[src/common/axi3_pkg.sv]
`default_nettype none

package axi3_pkg;

    // AXI3 response codes, only okay is ever driven
    typedef enum logic [1:0] {
        RESP_OKAY   = 2'b00,
        RESP_EXOKAY = 2'b01,
        RESP_SLVERR = 2'b10,
        RESP_DECERR = 2'b11
    } resp_t;

    // Burst length minus one
    typedef logic [3:0] len_t;

    localparam int ADDR_Q_DEPTH = 4;
    localparam int RESP_Q_DEPTH = 4;

    typedef enum logic [1:0] {
        WR_IDLE  = 2'b00,
        WR_BURST = 2'b01
    } wr_state_t;

endpackage : axi3_pkg

`default_nettype wire

[src/axi3_mem/axi3_mem_rd_stage.sv]
`timescale 1ns/1ps
`default_nettype none

module axi3_mem_rd_stage #(
    parameter int ADDR_WID = 16,
    parameter int DATA_BYTE_WID = 8,
    parameter int ID_WID = 4,
    parameter int MEM_WORDS_LOG2 = 10
) (
    input  wire                          axi3_if,
    input  wire                          srst,
    input  wire                          arvalid,
    output logic                         arready,
    input  wire [ADDR_WID-1:0]           araddr,
    input  wire axi3_pkg::len_t          arlen,
    input  wire [ID_WID-1:0]             arid,
    input  wire                          r_room,
    output logic                         mem_re,
    output logic [MEM_WORDS_LOG2-1:0]    mem_raddr,
    output logic [ID_WID-1:0]            rd_id,
    output logic                         rd_last
);

    localparam int BYTE_SEL_WID = $clog2(DATA_BYTE_WID);
    localparam int PTR_WID = $clog2(axi3_pkg::ADDR_Q_DEPTH);
    localparam int CNT_WID = $clog2(axi3_pkg::ADDR_Q_DEPTH + 1);

    logic [MEM_WORDS_LOG2-1:0] ar_q_addr [axi3_pkg::ADDR_Q_DEPTH];
    logic [ID_WID-1:0]         ar_q_id [axi3_pkg::ADDR_Q_DEPTH];
    axi3_pkg::len_t            ar_q_len [axi3_pkg::ADDR_Q_DEPTH];
    logic [PTR_WID-1:0]        ar_wr_ptr;
    logic [PTR_WID-1:0]        ar_rd_ptr;
    logic [CNT_WID-1:0]        ar_count;
    logic                      ar_push;
    logic                      ar_pop;

    logic                      busy;
    logic [MEM_WORDS_LOG2-1:0] cur_addr;
    logic [ID_WID-1:0]         cur_id;
    axi3_pkg::len_t            beats_left;
    logic                      issue;
    logic                      issue_last;

    assign arready = (ar_count != CNT_WID'(axi3_pkg::ADDR_Q_DEPTH));
    assign ar_push = arvalid && arready;

    assign issue = busy && r_room;
    assign issue_last = issue && (beats_left == '0);
    // Next burst is loaded while the final beat of the current one issues
    assign ar_pop = (ar_count != '0) && (!busy || issue_last);

    always_ff @(posedge axi3_if) begin
        if (ar_push) begin
            ar_q_addr[ar_wr_ptr] <= araddr[BYTE_SEL_WID +: MEM_WORDS_LOG2];
            ar_q_id[ar_wr_ptr] <= arid;
            ar_q_len[ar_wr_ptr] <= arlen;
        end
    end

    always_ff @(posedge axi3_if) begin
        if (srst) begin
            ar_wr_ptr <= '0;
            ar_rd_ptr <= '0;
            ar_count <= '0;
            busy <= 1'b0;
            mem_re <= 1'b0;
        end else begin
            if (ar_push) begin
                ar_wr_ptr <= ar_wr_ptr + 1'b1;
            end
            if (ar_pop) begin
                ar_rd_ptr <= ar_rd_ptr + 1'b1;
            end
            ar_count <= ar_count + CNT_WID'(ar_push) - CNT_WID'(ar_pop);
            mem_re <= issue;
            if (ar_pop) begin
                busy <= 1'b1;
            end else if (issue_last) begin
                busy <= 1'b0;
            end
        end
    end

    always_ff @(posedge axi3_if) begin
        if (ar_pop) begin
            cur_addr <= ar_q_addr[ar_rd_ptr];
            cur_id <= ar_q_id[ar_rd_ptr];
            beats_left <= ar_q_len[ar_rd_ptr];
        end else if (issue) begin
            cur_addr <= cur_addr + 1'b1;
            beats_left <= beats_left - 1'b1;
        end
        if (issue) begin
            mem_raddr <= cur_addr;
            rd_id <= cur_id;
            rd_last <= (beats_left == '0);
        end
    end

endmodule : axi3_mem_rd_stage

`default_nettype wire

[config.mk]
export PLATFORM = sky130hd
export DESIGN_NAME = axi3_mem_rd_stage
export DESIGN_NICKNAME = d
export VERILOG_FILES = /design/src/common/axi3_pkg.sv /design/src/axi3_mem/axi3_mem_rd_stage.sv
export SDC_FILE = /design/constraint.sdc
export NUM_CORES = 1
export LEC_CHECK = 0
export BUFFER_PORTS_ARGS = -buffer_cell sky130_fd_sc_hd__buf_2
export CAP_MARGIN = 5
export CORE_UTILIZATION = 52
export DETAILED_ROUTE_END_ITERATION = 10
export PLACE_DENSITY = 0.8
export SYNTH_ARGS = -nofsm -noshare
export SYNTH_HDL_FRONTEND = slang
export SYNTH_SLANG_ARGS = --single-unit
[constraint.sdc]
create_clock -name axi3_if -period 2.5 [get_ports axi3_if]
set_input_delay 0.625 -clock axi3_if [delete_from_list [all_inputs] [get_ports axi3_if]]
set_output_delay 0.625 -clock axi3_if [all_outputs]
set_load 0.01 [all_outputs]
## Word level (Yosys, flattened, before mapping)

Memory sizes are Yosys's and may differ from the RTL's. A register that Yosys moved wholly into a read port is not among the register bits.
Index checks and enable logic that the tools add are counted.
W data, S select, Z words.

| storage, ports and cells | value |
|---|---|
| ROM bits | 0 |
| bits in writable memories | 72 |
| register bits after elaboration | 38 |
| memories | 3 |
| logic and storage cells | 42 |
| input bits | 28 |
| latch bits | 0 |

Memory list:

| memory | depth | width | rd ports | clocked after Yosys merged registers in | wr ports | RTL line | text |
|---|---|---|---|---|---|---|---|
| ar_q_addr | 4 | 10 | 1 | 1 | 1 | axi3_mem_rd_stage.sv:28 | `logic [MEM_WORDS_LOG2-1:0] ar_q_addr [axi3_pkg::ADDR_Q_DEPTH];` |
| ar_q_id | 4 | 4 | 1 | 1 | 1 | axi3_mem_rd_stage.sv:29 | `logic [ID_WID-1:0] ar_q_id [axi3_pkg::ADDR_Q_DEPTH];` |
| ar_q_len | 4 | 4 | 1 | 1 | 1 | axi3_mem_rd_stage.sv:30 | `axi3_pkg::len_t ar_q_len [axi3_pkg::ADDR_Q_DEPTH];` |

| operators by class | value |
|---|---|
| add/subtract/negate cells | 6 |
| $lt $le $gt $ge | 0 |
| shift-type cells | 0 |
| bitwise operators | 0 |
| $mul | 0 |
| reduce and logical (&&, ||, !) cells | 10 |
| divide/modulo/power cells | 0 |
| equal/unequal tests | 1 |
| muxes and demuxes | 12 |

Operator list:

| operator | count |
|---|---|
| $mux W10 | 2 |
| $add A10 B1 Y10 const B | 1 |
| $mux W2 | 4 |
| $mux W4 | 2 |
| $add A2 B1 Y2 const B | 2 |
| $logic_and A1 B1 Y1 | 4 |
| $logic_not A4 Y1 | 1 |
| $mux W1 | 4 |
| $reduce_bool A2 Y1 | 2 |
| $sub A4 B1 Y4 const B | 1 |
| $add A3 B1 Y3 | 1 |
| $ne A3 B3 Y1 const B | 1 |
| $reduce_bool A3 Y1 | 1 |
| $sub A3 B1 Y3 | 1 |
| $logic_not A1 Y1 | 1 |
| $logic_or A1 B1 Y1 | 1 |

## Depth between registers and ports, before layout

| depth | value |
|---|---|
| word-level depth | 6 |
| mapped depth | 12 |
| depth with buffers taken out | 11 |

## Least setup slack after synthesis

No wires, ideal clock.

| path | value |
|---|---|
| path kind | reg2reg |
| start point | reg beats_left[0] |
| end point | reg ar_count[2] |
| cell stages (with the launch flop) | 13 |
| path slack | 0.131 ns |
| arrival time | 2.241 ns |
| setup time | 0.129 ns |
| data required time | 2.371 ns |
| path through | edfxtp_1 inv_1 ha_1 nand4bb_1 a21oi_2 buf_2 ha_1 inv_1 ha_1 fa_1 xnor2_1 xnor2_1 nor2_1 |

| on the way | value |
|---|---|
| word-level cells in the longest chain between the ends | 5 |

RTL lines:

| element | RTL line | text |
|---|---|---|
| from (decl) | axi3_mem_rd_stage.sv:40 | `axi3_pkg::len_t beats_left;` |
| from (signal assigned) | axi3_mem_rd_stage.sv:88 | `beats_left <= ar_q_len[ar_rd_ptr];` |
| from (signal assigned) | axi3_mem_rd_stage.sv:91 | `beats_left <= beats_left - 1'b1;` |
| $logic_not A4 Y1 | axi3_mem_rd_stage.sv:48 | `assign issue_last = issue && (beats_left == '0);` |
| $logic_and A1 B1 Y1 | axi3_mem_rd_stage.sv:48 |  |
| $logic_or A1 B1 Y1 | axi3_mem_rd_stage.sv:50 | `assign ar_pop = (ar_count != '0) && (!busy \|\| issue_last);` |
| $logic_and A1 B1 Y1 | axi3_mem_rd_stage.sv:50 |  |
| named net ar_pop | axi3_mem_rd_stage.sv:35 | `logic ar_pop;` |
| $sub A3 B1 Y3 | axi3_mem_rd_stage.sv:74 | `ar_count <= ar_count + CNT_WID'(ar_push) - CNT_WID'(ar_pop);` |
| to (signal assigned) | axi3_mem_rd_stage.sv:74 |  |
| to (decl) | axi3_mem_rd_stage.sv:33 | `logic [CNT_WID-1:0] ar_count;` |

The timed path passes the listed nets, and every way through them passes these cells.
A chain may end at the register's enable or synchronous reset.

## Worst setup path after layout

| path | value |
|---|---|
| start point | reg ar_count[2] |
| end point | reg ar_count[2] |

| on the way | value |
|---|---|
| word-level cells in the longest chain between the ends | 4 |
| elaborated cells between the ends (all ways) | 6 |

RTL lines:

| element | RTL line | text |
|---|---|---|
| $ne A3 B3 Y1 | axi3_mem_rd_stage.sv:44 | `assign arready = (ar_count != CNT_WID'(axi3_pkg::ADDR_Q_DEPTH));` |
| $logic_and A1 B1 Y1 | axi3_mem_rd_stage.sv:45 | `assign ar_push = arvalid && arready;` |
| $add A3 B1 Y3 | axi3_mem_rd_stage.sv:74 |  |
| $sub A3 B1 Y3 * | axi3_mem_rd_stage.sv:74 |  |

Every way passes the cells marked *; elsewhere a longest branch is shown, timed or not.

==> results.md <==
* Result of the run: complete, no violations
* GRT Total Usage at 0.179
* R2R Path Start: ar_count[2]
* Io pins at 45
* Sequential share of the synthesized area at 0.755
* Number of enable flip-flop cells after synthesis at 105
* RSZ-0062 raised after global routing: false
* Commonest cells post-synth: 105 x edfxtp_1, 18 x mux4_2, 18 x nand2_1
* Worst slew pin tran at around 660 ps
* Mapped Area at 4470 µm²
* Worst Skew at about 7.8 ps
* Synth area leader: edfxtp_1
* DR vias at around 2200
* Drt first pass iters at 4
* TNS Setup at 0 ps
* Worst Setup SP: ar_count[2]
* Initial drt markers at approximately 120
* GR Util met3 at 0.0636
* Yosys top cell area share at 0.706
* Yosys reg bits at approximately 120
* F_max at between 0.4 and 0.5 GHz
* DRC Markers at 0
* Final setup vio count at 0
* Post_cts resized at 0
* PD cells at approximately 1200 nW/µm²
* Initial antenna violation count at 0
* Final Net Count at approximately 330
* Via/cell ratio at between 5 and 6
* Clock Tree Root: clkbuf_8
* CTS Hold Buffers Added at 0
* Post-DRT Antenna Nets at 0
* Worst endpoint required time at around 2900 ps
* Yosys warns at 0
* Inserted Clock Buffers at 17
* Drt wl/cell at between 15 and 20 µm
* Hold-critical path depth at 1
* Gate Count Post-Synth at 237
* Final Hold Slack at roughly 340 ps
* Worst reg-to-reg setup slack at about 140 ps
* GP Congestion at slightly above 0.7
* Chip Height at roughly 95 µm
* Layout area overhead at 17.8%
* Synth top area cells: edfxtp_1 71%, mux4_2 9.1%, dfxtp_1 4.9%
* R2r endpoint: ar_count[2]
* Share of cells above drive strength 1 at 0.313
* Distinct cell type count after synthesis at 34
* First-pass GRT wire length at roughly 11000 µm
* Min-Delay Path Class: primary input to flip-flop
* Clock slew at reported path FFs at 50 ps
* Htree depth at 4
* Port bufs at 38
* Filler Cell Count at around 560
* CP arrival at roughly 2700 ps
* Postcts setup bufs at 0
* Core Area at around 8300 µm²
* Ant diodes at 0
* CTS Sinks at between 100 and 150
* Max cap viols at 0
* Static leakage at around 1.9 nW
* Path depth of the worst reg2reg path at 10
* Gr busiest metal: met2
* Worst setup EP type: flip-flop
* GRT Residual Overflow at 0
* Slew HR at 0.562
* Peak VDD IR at 0.000596 V
* Routing usage on met1 at 0.210
* Final Hold Vio Count at 0
* Dpl cell area at approximately 4800 µm²
* Die area at 8960 µm²
* Count leader, synth: edfxtp_1
* Most used flip-flop cell after synthesis: edfxtp_1
* Core Rows at 33
* Largest net degree at the start of global routing at 34
* CP max FO at 6
* CTS Buffer Depth at 2
* Max-slew violation count at 0
* Startpoint types: flip-flop
* Post-route cell area at roughly 5300 µm²
* Ys async rst share at 0
* Min Tclk post-route at around 2400 ps
* Initial Util at 0.541
* Detailed Place HPWL at 4450 µm
* Mean Syn Cell Area at 18.8 µm²
* Syn Nets at 274
* Later-pin clock latency in the skew report at approximately 500 ps
* TritonCTS clock tree: done
* Final period util at 0.943
* Crit Path Class: flip-flop to flip-flop
* Critical path destination: ar_count[2]
* Final WL at around 7000 µm
* Die X at 94.7 µm
* Met2 Use GR at 0.295
* Vias in the first global route at 2277
## stage by stage
| stage | utilization | cells | power [W] | setup WS [ps] |
|---|---|---|---|---|
| 6_report | 0.637 | 409 | 0.00614 | 143 |
| 2_1_floorplan | - | 237 | 0.00391 | 131 |
| 5_1_grt | 0.637 | 409 | 0.00646 | 15.0 |
| 3_5_place_dp | 0.580 | 380 | 0.00427 | 141 |
| 3_3_place_gp | 0.580 | 380 | 0.00420 | 205 |
| 4_1_cts | 0.637 | 409 | 0.00620 | 161 |
## sequential cells by signal, indices dropped and copies added, names as in the netlist, named ones only
signal and count:
ar_q_addr 40, ar_q_id 16, ar_q_len 16, cur_addr 10, mem_raddr 10, beats_left 4, cur_id 4, rd_id 4
ar_count 3, ar_rd_ptr 2, ar_wr_ptr 2, busy 1, mem_re 1, rd_last 1
## cells in the final DEF (no fill, tap or decap), types with 7 or more instances in the layout
cell type	n
clkbuf_16	16
nand2_1	18
xor2_1	7
xnor2_1	7
o21ai_1	12
inv_1	8
buf_4	8
buf_2	38
mux4_2	18
edfxtp_1	105
ha_1	8
dfxtp_1	11
## critical path, stage by stage (launching register included)
cell	delay, ps
dfxtp_1	390
or3b_4	440
and2_4	190
clkinv_2	50
ha_1	140
inv_1	40
ha_1	180
fa_1	380
xnor2_1	210
xnor2_1	160
nor2_1	60
## layer usage
layer	up-vias	share of wire
met3	15	0.057
met4	0	0.023
met1	1088	0.41
met5	-	0
li1	1036	-
met2	74	0.51
## cells by family after synthesis
| kind of cell | Yosys count | share of synthesized area |
|---|---|---|
| flip-flops | 116 | 0.755 |
| AO/OA/AOI/OAI | 18 | 0.0230 |
| multiplexers | 20 | 0.0958 |
| adder cells (fa/ha/maj) | 9 | 0.0269 |
| AND/OR/NAND/NOR | 43 | 0.0516 |
| XOR/XNOR | 14 | 0.0275 |
| buffers and inverters | 17 | 0.0199 |
## where the power goes
group	leakage, nW	switching, W	total [W]	internal [W]
clock	0.230	0.000720	0.00189	0.00117
combinational	0.558	0.000695	0.00132	0.000622
sequential	1.07	0.000257	0.00294	0.00268
## how the worst min path moves through the flow
stage          startpoint             end  slack, ps
2_1_floorplan   cur_id[0]        rd_id[0]        400
3_3_place_gp    cur_id[2]        rd_id[2]        400
3_5_place_dp    cur_id[1]        rd_id[1]        410
4_1_cts           arid[1]   ar_q_id[2][1]        320
5_1_grt           arid[1]   ar_q_id[2][1]        320
6_report         arlen[1]  ar_q_len[2][1]        340
## cell type report
| class | count | area (µm²) | area share |
|---|---|---|---|
| Sequential cell | 116 | 3370 | 0.641 |
| Tap cell | 105 | 131 | 0.0250 |
| Inverter | 9 | 35.0 | 0.00666 |
| Clock inverter | 9 | 42.5 | 0.00809 |
| Timing Repair Buffer | 46 | 250 | 0.0476 |
| Multi-Input combinational cell | 104 | 1000 | 0.191 |
| Clock buffer | 20 | 425 | 0.0809 |
No activity file was read; power rests on OpenSTA's default activity.
