--- config.mk ---
export PLATFORM = sky130hd
export DESIGN_NAME = axi3_mem_resp_stage
export DESIGN_NICKNAME = d
export VERILOG_FILES = /design/src/common/axi3_pkg.sv /design/src/axi3_mem/axi3_mem_resp_stage.sv
export SDC_FILE = /design/constraint.sdc
export NUM_CORES = 1
export LEC_CHECK = 0
export BUFFER_PORTS_ARGS = -buffer_cell sky130_fd_sc_hd__buf_2
export CAP_MARGIN = 20
export CORE_UTILIZATION = 25
export CTS_CLUSTER_DIAMETER = 200
export DETAILED_ROUTE_END_ITERATION = 10
export PLACE_DENSITY = 0.51
export SLEW_MARGIN = 20
export SYNTH_ARGS = -nofsm -noshare
export SYNTH_HDL_FRONTEND = slang
export SYNTH_SLANG_ARGS = --single-unit
--- constraint.sdc ---
create_clock -name axi3_if -period 2.8 [get_ports axi3_if]
set_clock_uncertainty 0.15 [all_clocks]
set_input_delay 0.56 -clock axi3_if [delete_from_list [all_inputs] [get_ports axi3_if]]
set_output_delay 0.56 -clock axi3_if [all_outputs]
set_load 0.01 [all_outputs]
--- src/common/axi3_pkg.sv ---
`default_nettype none

package axi3_pkg;

    // AXI3 response codes, only okay is ever driven
    typedef enum logic [1:0] {
        RESP_OKAY   = 2'b00,
        RESP_EXOKAY = 2'b01,
        RESP_SLVERR = 2'b10,
        RESP_DECERR = 2'b11
    } resp_t;

    // Burst length minus one
    typedef logic [3:0] len_t;

    localparam int ADDR_Q_DEPTH = 4;
    localparam int RESP_Q_DEPTH = 4;

    typedef enum logic [1:0] {
        WR_IDLE  = 2'b00,
        WR_BURST = 2'b01
    } wr_state_t;

endpackage : axi3_pkg

`default_nettype wire

--- src/axi3_mem/axi3_mem_resp_stage.sv ---
`timescale 1ns/1ps
`default_nettype none

module axi3_mem_resp_stage #(
    parameter int DATA_BYTE_WID = 8,
    parameter int ID_WID = 4
) (
    input  wire                          axi3_if,
    input  wire                          srst,
    input  wire                          wr_done,
    input  wire [ID_WID-1:0]             wr_id,
    input  wire                          rd_valid,
    input  wire [DATA_BYTE_WID*8-1:0]    rd_data,
    input  wire [ID_WID-1:0]             rd_id_q,
    input  wire                          rd_last_q,
    output logic                         b_room,
    output logic                         r_room,
    output logic                         bvalid,
    input  wire                          bready,
    output logic [ID_WID-1:0]            bid,
    output axi3_pkg::resp_t              bresp,
    output logic                         rvalid,
    input  wire                          rready,
    output logic [DATA_BYTE_WID*8-1:0]   rdata,
    output logic [ID_WID-1:0]            rid,
    output logic                         rlast,
    output axi3_pkg::resp_t              rresp
);

    localparam int DEPTH = axi3_pkg::RESP_Q_DEPTH;
    localparam int PTR_WID = $clog2(DEPTH);
    localparam int CNT_WID = $clog2(DEPTH + 1);

    logic [ID_WID-1:0]          b_q_id [DEPTH];
    logic [PTR_WID-1:0]         b_wr_ptr;
    logic [PTR_WID-1:0]         b_rd_ptr;
    logic [CNT_WID-1:0]         b_count;
    logic                       b_pop;

    logic [DATA_BYTE_WID*8-1:0] r_q_data [DEPTH];
    logic [ID_WID-1:0]          r_q_id [DEPTH];
    logic                       r_q_last [DEPTH];
    logic [PTR_WID-1:0]         r_wr_ptr;
    logic [PTR_WID-1:0]         r_rd_ptr;
    logic [CNT_WID-1:0]         r_count;
    logic                       r_pop;

    // A pending wr_done already claims its entry
    assign b_room = (b_count + CNT_WID'(wr_done)) < CNT_WID'(DEPTH);
    // Two free beyond the beat leaving the array, for the one still in the RAM read
    assign r_room = (r_count + CNT_WID'(rd_valid)) <= CNT_WID'(DEPTH - 2);

    assign bvalid = (b_count != '0);
    assign bid = b_q_id[b_rd_ptr];
    assign bresp = axi3_pkg::RESP_OKAY;
    assign b_pop = bvalid && bready;

    assign rvalid = (r_count != '0);
    assign rdata = r_q_data[r_rd_ptr];
    assign rid = r_q_id[r_rd_ptr];
    assign rlast = r_q_last[r_rd_ptr];
    assign rresp = axi3_pkg::RESP_OKAY;
    assign r_pop = rvalid && rready;

    always_ff @(posedge axi3_if) begin
        if (wr_done) begin
            b_q_id[b_wr_ptr] <= wr_id;
        end
        if (rd_valid) begin
            r_q_data[r_wr_ptr] <= rd_data;
            r_q_id[r_wr_ptr] <= rd_id_q;
            r_q_last[r_wr_ptr] <= rd_last_q;
        end
    end

    always_ff @(posedge axi3_if) begin
        if (srst) begin
            b_wr_ptr <= '0;
            b_rd_ptr <= '0;
            b_count <= '0;
            r_wr_ptr <= '0;
            r_rd_ptr <= '0;
            r_count <= '0;
        end else begin
            if (wr_done) begin
                b_wr_ptr <= b_wr_ptr + 1'b1;
            end
            if (b_pop) begin
                b_rd_ptr <= b_rd_ptr + 1'b1;
            end
            b_count <= b_count + CNT_WID'(wr_done) - CNT_WID'(b_pop);
            if (rd_valid) begin
                r_wr_ptr <= r_wr_ptr + 1'b1;
            end
            if (r_pop) begin
                r_rd_ptr <= r_rd_ptr + 1'b1;
            end
            r_count <= r_count + CNT_WID'(rd_valid) - CNT_WID'(r_pop);
        end
    end

endmodule : axi3_mem_resp_stage

`default_nettype wire

### Word level (Yosys, flattened, before mapping)

Memory sizes are Yosys's and may differ from the RTL's. A register that Yosys moved wholly into a read port is not among the register bits.
Cells that the tools add are included.

* mux-type cells: 12
* add/subtract/negate cells: 8
* reduce and logical (&&, ||, !) cells: 4
* order comparisons: 2

Operators with widths (count)
* 2-bit two-way mux: 8
* 2-bit by 1-bit adder with 2-bit output, second input constant: 4
* 3-bit by 1-bit adder with 3-bit output: 2
* 3-bit nonzero test: 2
* 3-bit by 1-bit subtractor with 3-bit output: 2
* 1-bit two-way mux: 4
* 3-bit by 2-bit <= comparator with 1-bit output, second input constant: 1
* 3-bit < comparator, second input constant: 1
* 1-bit logical AND: 2

* memories: 4
* logic and storage cells: 36
* bits in writable memories: 292
* output and inout bits: 81
* register bits: 14

Memories
* r_q_data: words 4, bits a word 64, rd ports 1, clocked after memory_dff 1, wr ports 1, RTL line axi3_mem_resp_stage.sv:40 `logic [DATA_BYTE_WID*8-1:0] r_q_data [DEPTH];`
* b_q_id: words 4, bits a word 4, rd ports 1, clocked after memory_dff 1, wr ports 1, RTL line axi3_mem_resp_stage.sv:34 `logic [ID_WID-1:0] b_q_id [DEPTH];`
* r_q_id: words 4, bits a word 4, rd ports 1, clocked after memory_dff 1, wr ports 1, RTL line axi3_mem_resp_stage.sv:41 `logic [ID_WID-1:0] r_q_id [DEPTH];`
* r_q_last: words 4, bits a word 1, rd ports 1, clocked after memory_dff 1, wr ports 1, RTL line axi3_mem_resp_stage.sv:42 `logic r_q_last [DEPTH];`

### Depth between registers and ports, before layout

Gate-level depths: netlist of the first run.

* depth after elaboration: 4
* gate-level depth with buffers: 6

### Worst setup path before layout of the first run

No wires, ideal clock.

* kind: input port to flip-flop
* start point: input rd_valid
* end point: memory r_q_data[0][0] in the netlist's numbering (enable)
* stages on the path: 1
* required time: 2.216 ns
* setup slack: 0.038 ns
* arrival: 2.178 ns
* buffers on the path: 0
* cells stage by stage: and2_1

* word-level cells in the longest chain between the ends: 2

Ends and longest elaborated chain
* start: declaration: RTL line axi3_mem_resp_stage.sv:12 `input wire rd_valid,`
* 1-bit two-way mux: RTL line axi3_mem_resp_stage.sv:69 `if (rd_valid) begin`
* 1-bit two-way mux (not written as such): RTL line axi3_mem_resp_stage.sv:70 `r_q_data[r_wr_ptr] <= rd_data;`
* end: declaration: RTL line axi3_mem_resp_stage.sv:40

Every way passes these cells.

==> summary.txt, run 1 <==
outcome: finished, final reports clean
achievable frequency: 376 MHz
placed insts: 1,221
vias in the first global route: 5,716
PD cells: 870 mW/mm2
via count: 5,250
drt total wl: 23,000 um
num rows: 78
io pins: 160
multi-input logic area: 0.00222 mm2
first-pass GRT wire length: 34,000 um
# H-tree levels: 2
DRT antenna net count: 0
startpoint class of the critical path: register
DR pass1 iterations: 4
clock latency at the later pin of the worst-skew pair: 0.53 ns
RSZ-0062 raised after global routing: no
Netlist cell types: 23
post-route setup slack: 0.139 ns
fin cells: 1,290
Tcrit/Tclk final: 95.0%
required time worst endpoint: 2.09 ns
Area growth syn-to-layout: 23.7%
syn avg cell area: 24.1 um2
Final Cell Area: 0.0143 mm2
hold_buf cts: 0
initial antenna violation count: 4
total setup buffers inserted after CTS: 0
min cycle time layout: 2.66 ns
share of layout cells above drive strength 1: 43.6%
CTS tree: done
CP Max Fanout: 26
Die Width: 217 um
DP Wirelength: 12,700 um
die height: 217 um
total track usage: 9.77%
1st-iter DRT viols: 290
Via density: 4.07
IO Port Bufs: 155
crit path DAT: 1.95 ns
fill count: 4,384
clock slew at reported path FFs: 0.06 ns
Final setup viols: 0
Clock Root Buffer: clkbuf_16
total CTS buffers: 36
peak supply drop: 0.521 mV
Mapped Area: 0.0115 mm2
DIE AREA: 0.0469 mm2
RePlAce Congestion: 0.656
yosys warns: 0
clock sink count: 310
count of pins over their slew limit: 0
synthesized flop and latch total: 310
Final TNS setup: 0 ns
DR DRC count: 0
pin count of the biggest net entering global routing: 70
Core Area: 0.0454 mm2
max capacitance violation total: 0
Post-Place Setup Slack: 0.529 ns
GRT overflow: 0
Pwr Total: 12.4 mW
fin util: 31.4%
Critical Path Sink Type: primary output
hold crit path type: primary input to register
sequential standard cell area: 0.00914 mm2
Worst Hold Margin: 0.0878 ns
WS Path Type: register to primary output
Placement Cell Area: 0.0131 mm2
fin nets: 755
starting density of the core: 25.4%
CTS max path bufs: 3
Syn Inst Count: 477
routed len/inst: 17.8 um
Fin. Hold Viols: 0
Leakage: 4.79 nW
sequential area share after synthesis: 79.3%
final cells by class:
cell class	instances	share of cell area, %
sequential	310	64.1
clock inverter	16	0.974
inverter	8	0.211
timing repair buffer	164	6.79
multi-input combinational	140	15.6
tap	600	5.27
clock buffer	50	7.06
antenna	2	0.0351
critical path: stages, from the launching register on:
cell and delay, ns:
dfxtp_4 0.42, buf_12 0.25, mux4_2 0.53, buf_2 0.17
report_power, final:
group | internal [mW] | leakage (nW) | switching (mW)
clock network | 2.71 | 0.560 | 1.78
registers | 5.37 | 2.83 | 0.135
logic | 1.23 | 1.40 | 1.18
synthesized netlist by cell type:
cell	instances	area share (%)
buf_2	2	0.087
nor2b_1	4	0.22
conb_1	1	0.033
or3_1	2	0.11
inv_1	8	0.26
mux2_2	6	0.59
xnor2_1	3	0.23
dfxtp_1	18	3.1
buf_4	10	0.65
ha_1	16	1.7
o311ai_0	2	0.15
mux4_2	73	14
xnor3_1	2	0.39
a21oi_1	1	0.043
and2_1	8	0.43
clkbuf_1	7	0.23
nor2_1	14	0.46
mux2i_1	2	0.17
xor2_1	1	0.076
buf_6	1	0.098
o31a_1	2	0.15
buf_12	2	0.35
edfxtp_1	292	76
cells by family (layout without fill, tap and decap cells):
logic type | count (synthesis) | after routing | synth area share, %
DFF | 310 | 310 | 79.3
muxes | 81 | 81 | 15.0
buffers and inverters | 30 | 238 | 1.67
and+or+nand+nor | 28 | 28 | 1.22
adders and majority gates | 16 | 16 | 1.74
xor gates and xnor gates | 6 | 6 | 0.695
AOI/OAI and AO/OA | 5 | 5 | 0.348
other | 1 | 6 | 0.0326
layer usage:
layer  track usage [%]  wire length (um)  vias to the layer above  part of all wire [%]
li1                  -                 -                     2353                     -
met1              12.2             10100                     2710                    44
met2              15.1             10600                      136                    46
met3              3.41              1610                       47                   7.0
met4              4.53               660                        4                   2.9
met5                 0                23                        -                  0.10
flip-flops by register name, summed over array words and instances (netlist names), named ones only:
signal,count
b_wr_ptr,2
r_count,3
r_wr_ptr,2
r_rd_ptr,2
r_q_data,256
r_q_last,4
b_rd_ptr,2
r_q_id,16
b_count,3
b_q_id,16
repair_timing:
action	in CTS	in global routing
resized for setup	1	0
cloned	0	1
pin swaps	0	0
endpoints found under the setup margin	3	24
worst paths after layout:
path / start / end / slack [ns] / depth (start not counted)
worst min-delay path: rd_data[23] / r_q_data[1][23] / 0.09 / 1
worst min register to register: r_wr_ptr[1] / r_wr_ptr[1] / 0.41 / 2
worst max register to register: r_wr_ptr[0] / r_q_data[0][39] / 1.11 / 4
worst max-delay path: register / rid[3] / 0.14 / 3
layout by cell type, fill, tap and decap left out, types with 2 or more instances in the layout:
master	n
edfxtp_1	292
buf_2	155
mux4_2	73
clkbuf_16	39
ha_1	16
dfxtp_1	16
nor2_1	14
clkbuf_1	11
inv_1	8
buf_12	7
mux2_2	6
clkinv_2	6
and2_4	4
and2_1	4
nor2b_1	4
conb_1	4
clkinv_1	4
xnor2_1	3
diode_2	2
o31a_1	2
or3_1	2
o311ai_0	2
mux2i_1	2
xnor3_1	2
dfxtp_4	2
inv_6	2
bufinv_16	2
Note: power is estimated with default switching activity, not from simulation.
==> run 2, diff against run 1 <==
--- a/config.mk
+++ b/config.mk
@@ -10,6 +10,7 @@
 export CORE_UTILIZATION = 25
 export CTS_CLUSTER_DIAMETER = 200
 export DETAILED_ROUTE_END_ITERATION = 10
+export MAX_ROUTING_LAYER = met4
 export PLACE_DENSITY = 0.51
 export SLEW_MARGIN = 20
 export SYNTH_ARGS = -nofsm -noshare
==> summary.txt, run 2 (synthesis results as in run 1) <==
Clock Root Buffer: clkbuf_16
clock slew at reported path FFs: 0.06 ns (about the same)
Post-Place Setup Slack: 0.529 ns (unchanged)
vias in the first global route: 5,724 (+0.14%)
Top Registers: r_q_data: 256 flops, b_q_id: 16 flops, r_q_id: 16 flops
Area growth syn-to-layout: 23.8% (about the same)
CP Max Fanout: 26 (unchanged)
most frequent cells in the layout: edfxtp_1, buf_2, mux4_2
IO Port Bufs: 155 (unchanged)
Combinational Power Share: 19.5% (about the same)
Critical Path Sink Type: primary output
multi-input logic area: 0.00222 mm2 (unchanged)
initial antenna violation count: 4 (unchanged)
share of layout cells above drive strength 1: 43.6% (unchanged)
io pins: 160 (unchanged)
total setup buffers inserted after CTS: 0 (unchanged)
drt total wl: 23,000 um (+0.14%)
via count: 5,266 (+0.30%)
GRT overflow: 0 (unchanged)
max FFs per register: 256 (unchanged)
clock latency at the later pin of the worst-skew pair: 0.53 ns (about the same)
worst slew pin tran: 0.501 ns
outcome: finished, final reports clean
Final Cell Area: 0.0143 mm2 (about the same)
num rows: 78 (unchanged)
routed len/inst: 17.8 um (about the same)
fill count: 4,382 (-0.046%)
Psw: 3.11 mW (+0.37%)
Pwr Total: 12.4 mW (about the same)
Fin. Hold Viols: 0 (unchanged)
placed insts: 1,221 (unchanged)
min cycle time layout: 2.66 ns (+0.00224 ns)
sequential standard cell area: 0.00914 mm2 (unchanged)
Die Width: 217 um (unchanged)
fin cells: 1,292 (+0.16%)
hold crit path type: primary input to register
total track usage: 10.1% (+0.30 points)
DIE AREA: 0.0469 mm2 (unchanged)
Seq pwr share: 44.3% (about the same)
DR pass1 iterations: 4 (unchanged)
crit path DAT: 1.95 ns (about the same)
Leakage: 4.79 nW (about the same)
Final TNS setup: 0 ns (unchanged)
hold_buf cts: 0 (unchanged)
1st-iter DRT viols: 324 (+12%)
most common cell after layout, fill and taps aside: edfxtp_1
Via density: 4.08 (+0.15%)
DR DRC count: 0 (unchanged)
die height: 217 um (unchanged)
P_int: 9.31 mW (about the same)
clock sink count: 310 (unchanged)
max capacitance violation total: 0 (unchanged)
WS Path Type: register to primary output
startpoint class of the critical path: register
starting density of the core: 25.4% (unchanged)
Slew HR: 66.6%
Core Area: 0.0454 mm2 (unchanged)
DP Wirelength: 12,700 um (unchanged)
first-pass GRT wire length: 34,000 um (about the same)
required time worst endpoint: 2.09 ns (about the same)
CTS max path bufs: 3 (unchanged)
Largest Register: r_q_data
fin nets: 755 (unchanged)
DRT antenna net count: 0 (unchanged)
RePlAce Congestion: 0.662 (+0.91%)
post-route setup slack: 0.137 ns (-0.00224 ns)
achievable frequency: 376 MHz (about the same)
total CTS buffers: 36 (unchanged)
Switching Fraction: 25.0% (+0.069 points)
pin count of the biggest net entering global routing: 70 (unchanged)
PD cells: 871 mW/mm2 (about the same)
Clock Power Share: 36.2% (about the same)
RSZ-0062 raised after global routing: no
Tcrit/Tclk final: 95.1% (about the same)
# H-tree levels: 2 (unchanged)
Placement Cell Area: 0.0131 mm2 (unchanged)
Final setup viols: 0 (unchanged)
count of pins over their slew limit: 0 (unchanged)
CTS tree: done
peak supply drop: 0.523 mV (+0.38%)
run 2: repair_timing:
action                     in CTS  in global routing
gates cloned                    0                  1
resized for setup               1                  0
setup endpoints to repair       3                 24
run 2: worst paths after layout:
| kind | startpoint | slack (ns) | endpoint | cells past startpoint |
|---|---|---|---|---|
| setup reg to reg | b_count[1] | 1.11 | b_count[2] | 5 |
| hold / removal | rd_data[19] | 0.09 | r_q_data[3][19] | 1 |
| hold reg to reg | r_wr_ptr[1] | 0.41 | r_wr_ptr[1] | 2 |
| setup / recovery | register | 0.14 | rid[3] | 3 |
run 2: layout make-up:
cell class	instances	share of cell area, %
inverter	8	0.211
tap	600	5.27
timing repair buffer	164	6.79
antenna	4	0.0702
multi-input combinational	140	15.6
clock inverter	16	0.974
sequential	310	64.1
clock buffer	50	7.06
run 2: critical path: stages (launching register included):
cell	delay [ns]
dfxtp_4	0.42
buf_12	0.25
mux4_2	0.53
buf_2	0.17
run 2: per-layer routing:
metal	share of wire, %	global-route usage, %
met1	44	12.3
met2	46	15.1
met3	7.0	3.35
met4	2.9	4.53
met5	0	-
run 2: power by group through the flow:
stage / clock network (mW) / registers (mW) / logic [mW]
final: 4.49 / 5.50 / 2.42
after CTS: 4.66 / 5.50 / 2.46
after global placement: 0 / 5.59 / 2.43
after detailed placement: 0 / 5.59 / 2.44
after global routing: 4.81 / 5.54 / 2.64
after floorplan: 0 / 5.55 / 1.63
run 2: through the flow:
step	hold WS, ns	util (%)
finish	0.0898	31.4
global route	0.0649	31.4
CTS	0.0378	31.3
detailed placement	0.402	28.8
global placement	0.398	28.8
floorplan	0.364	-
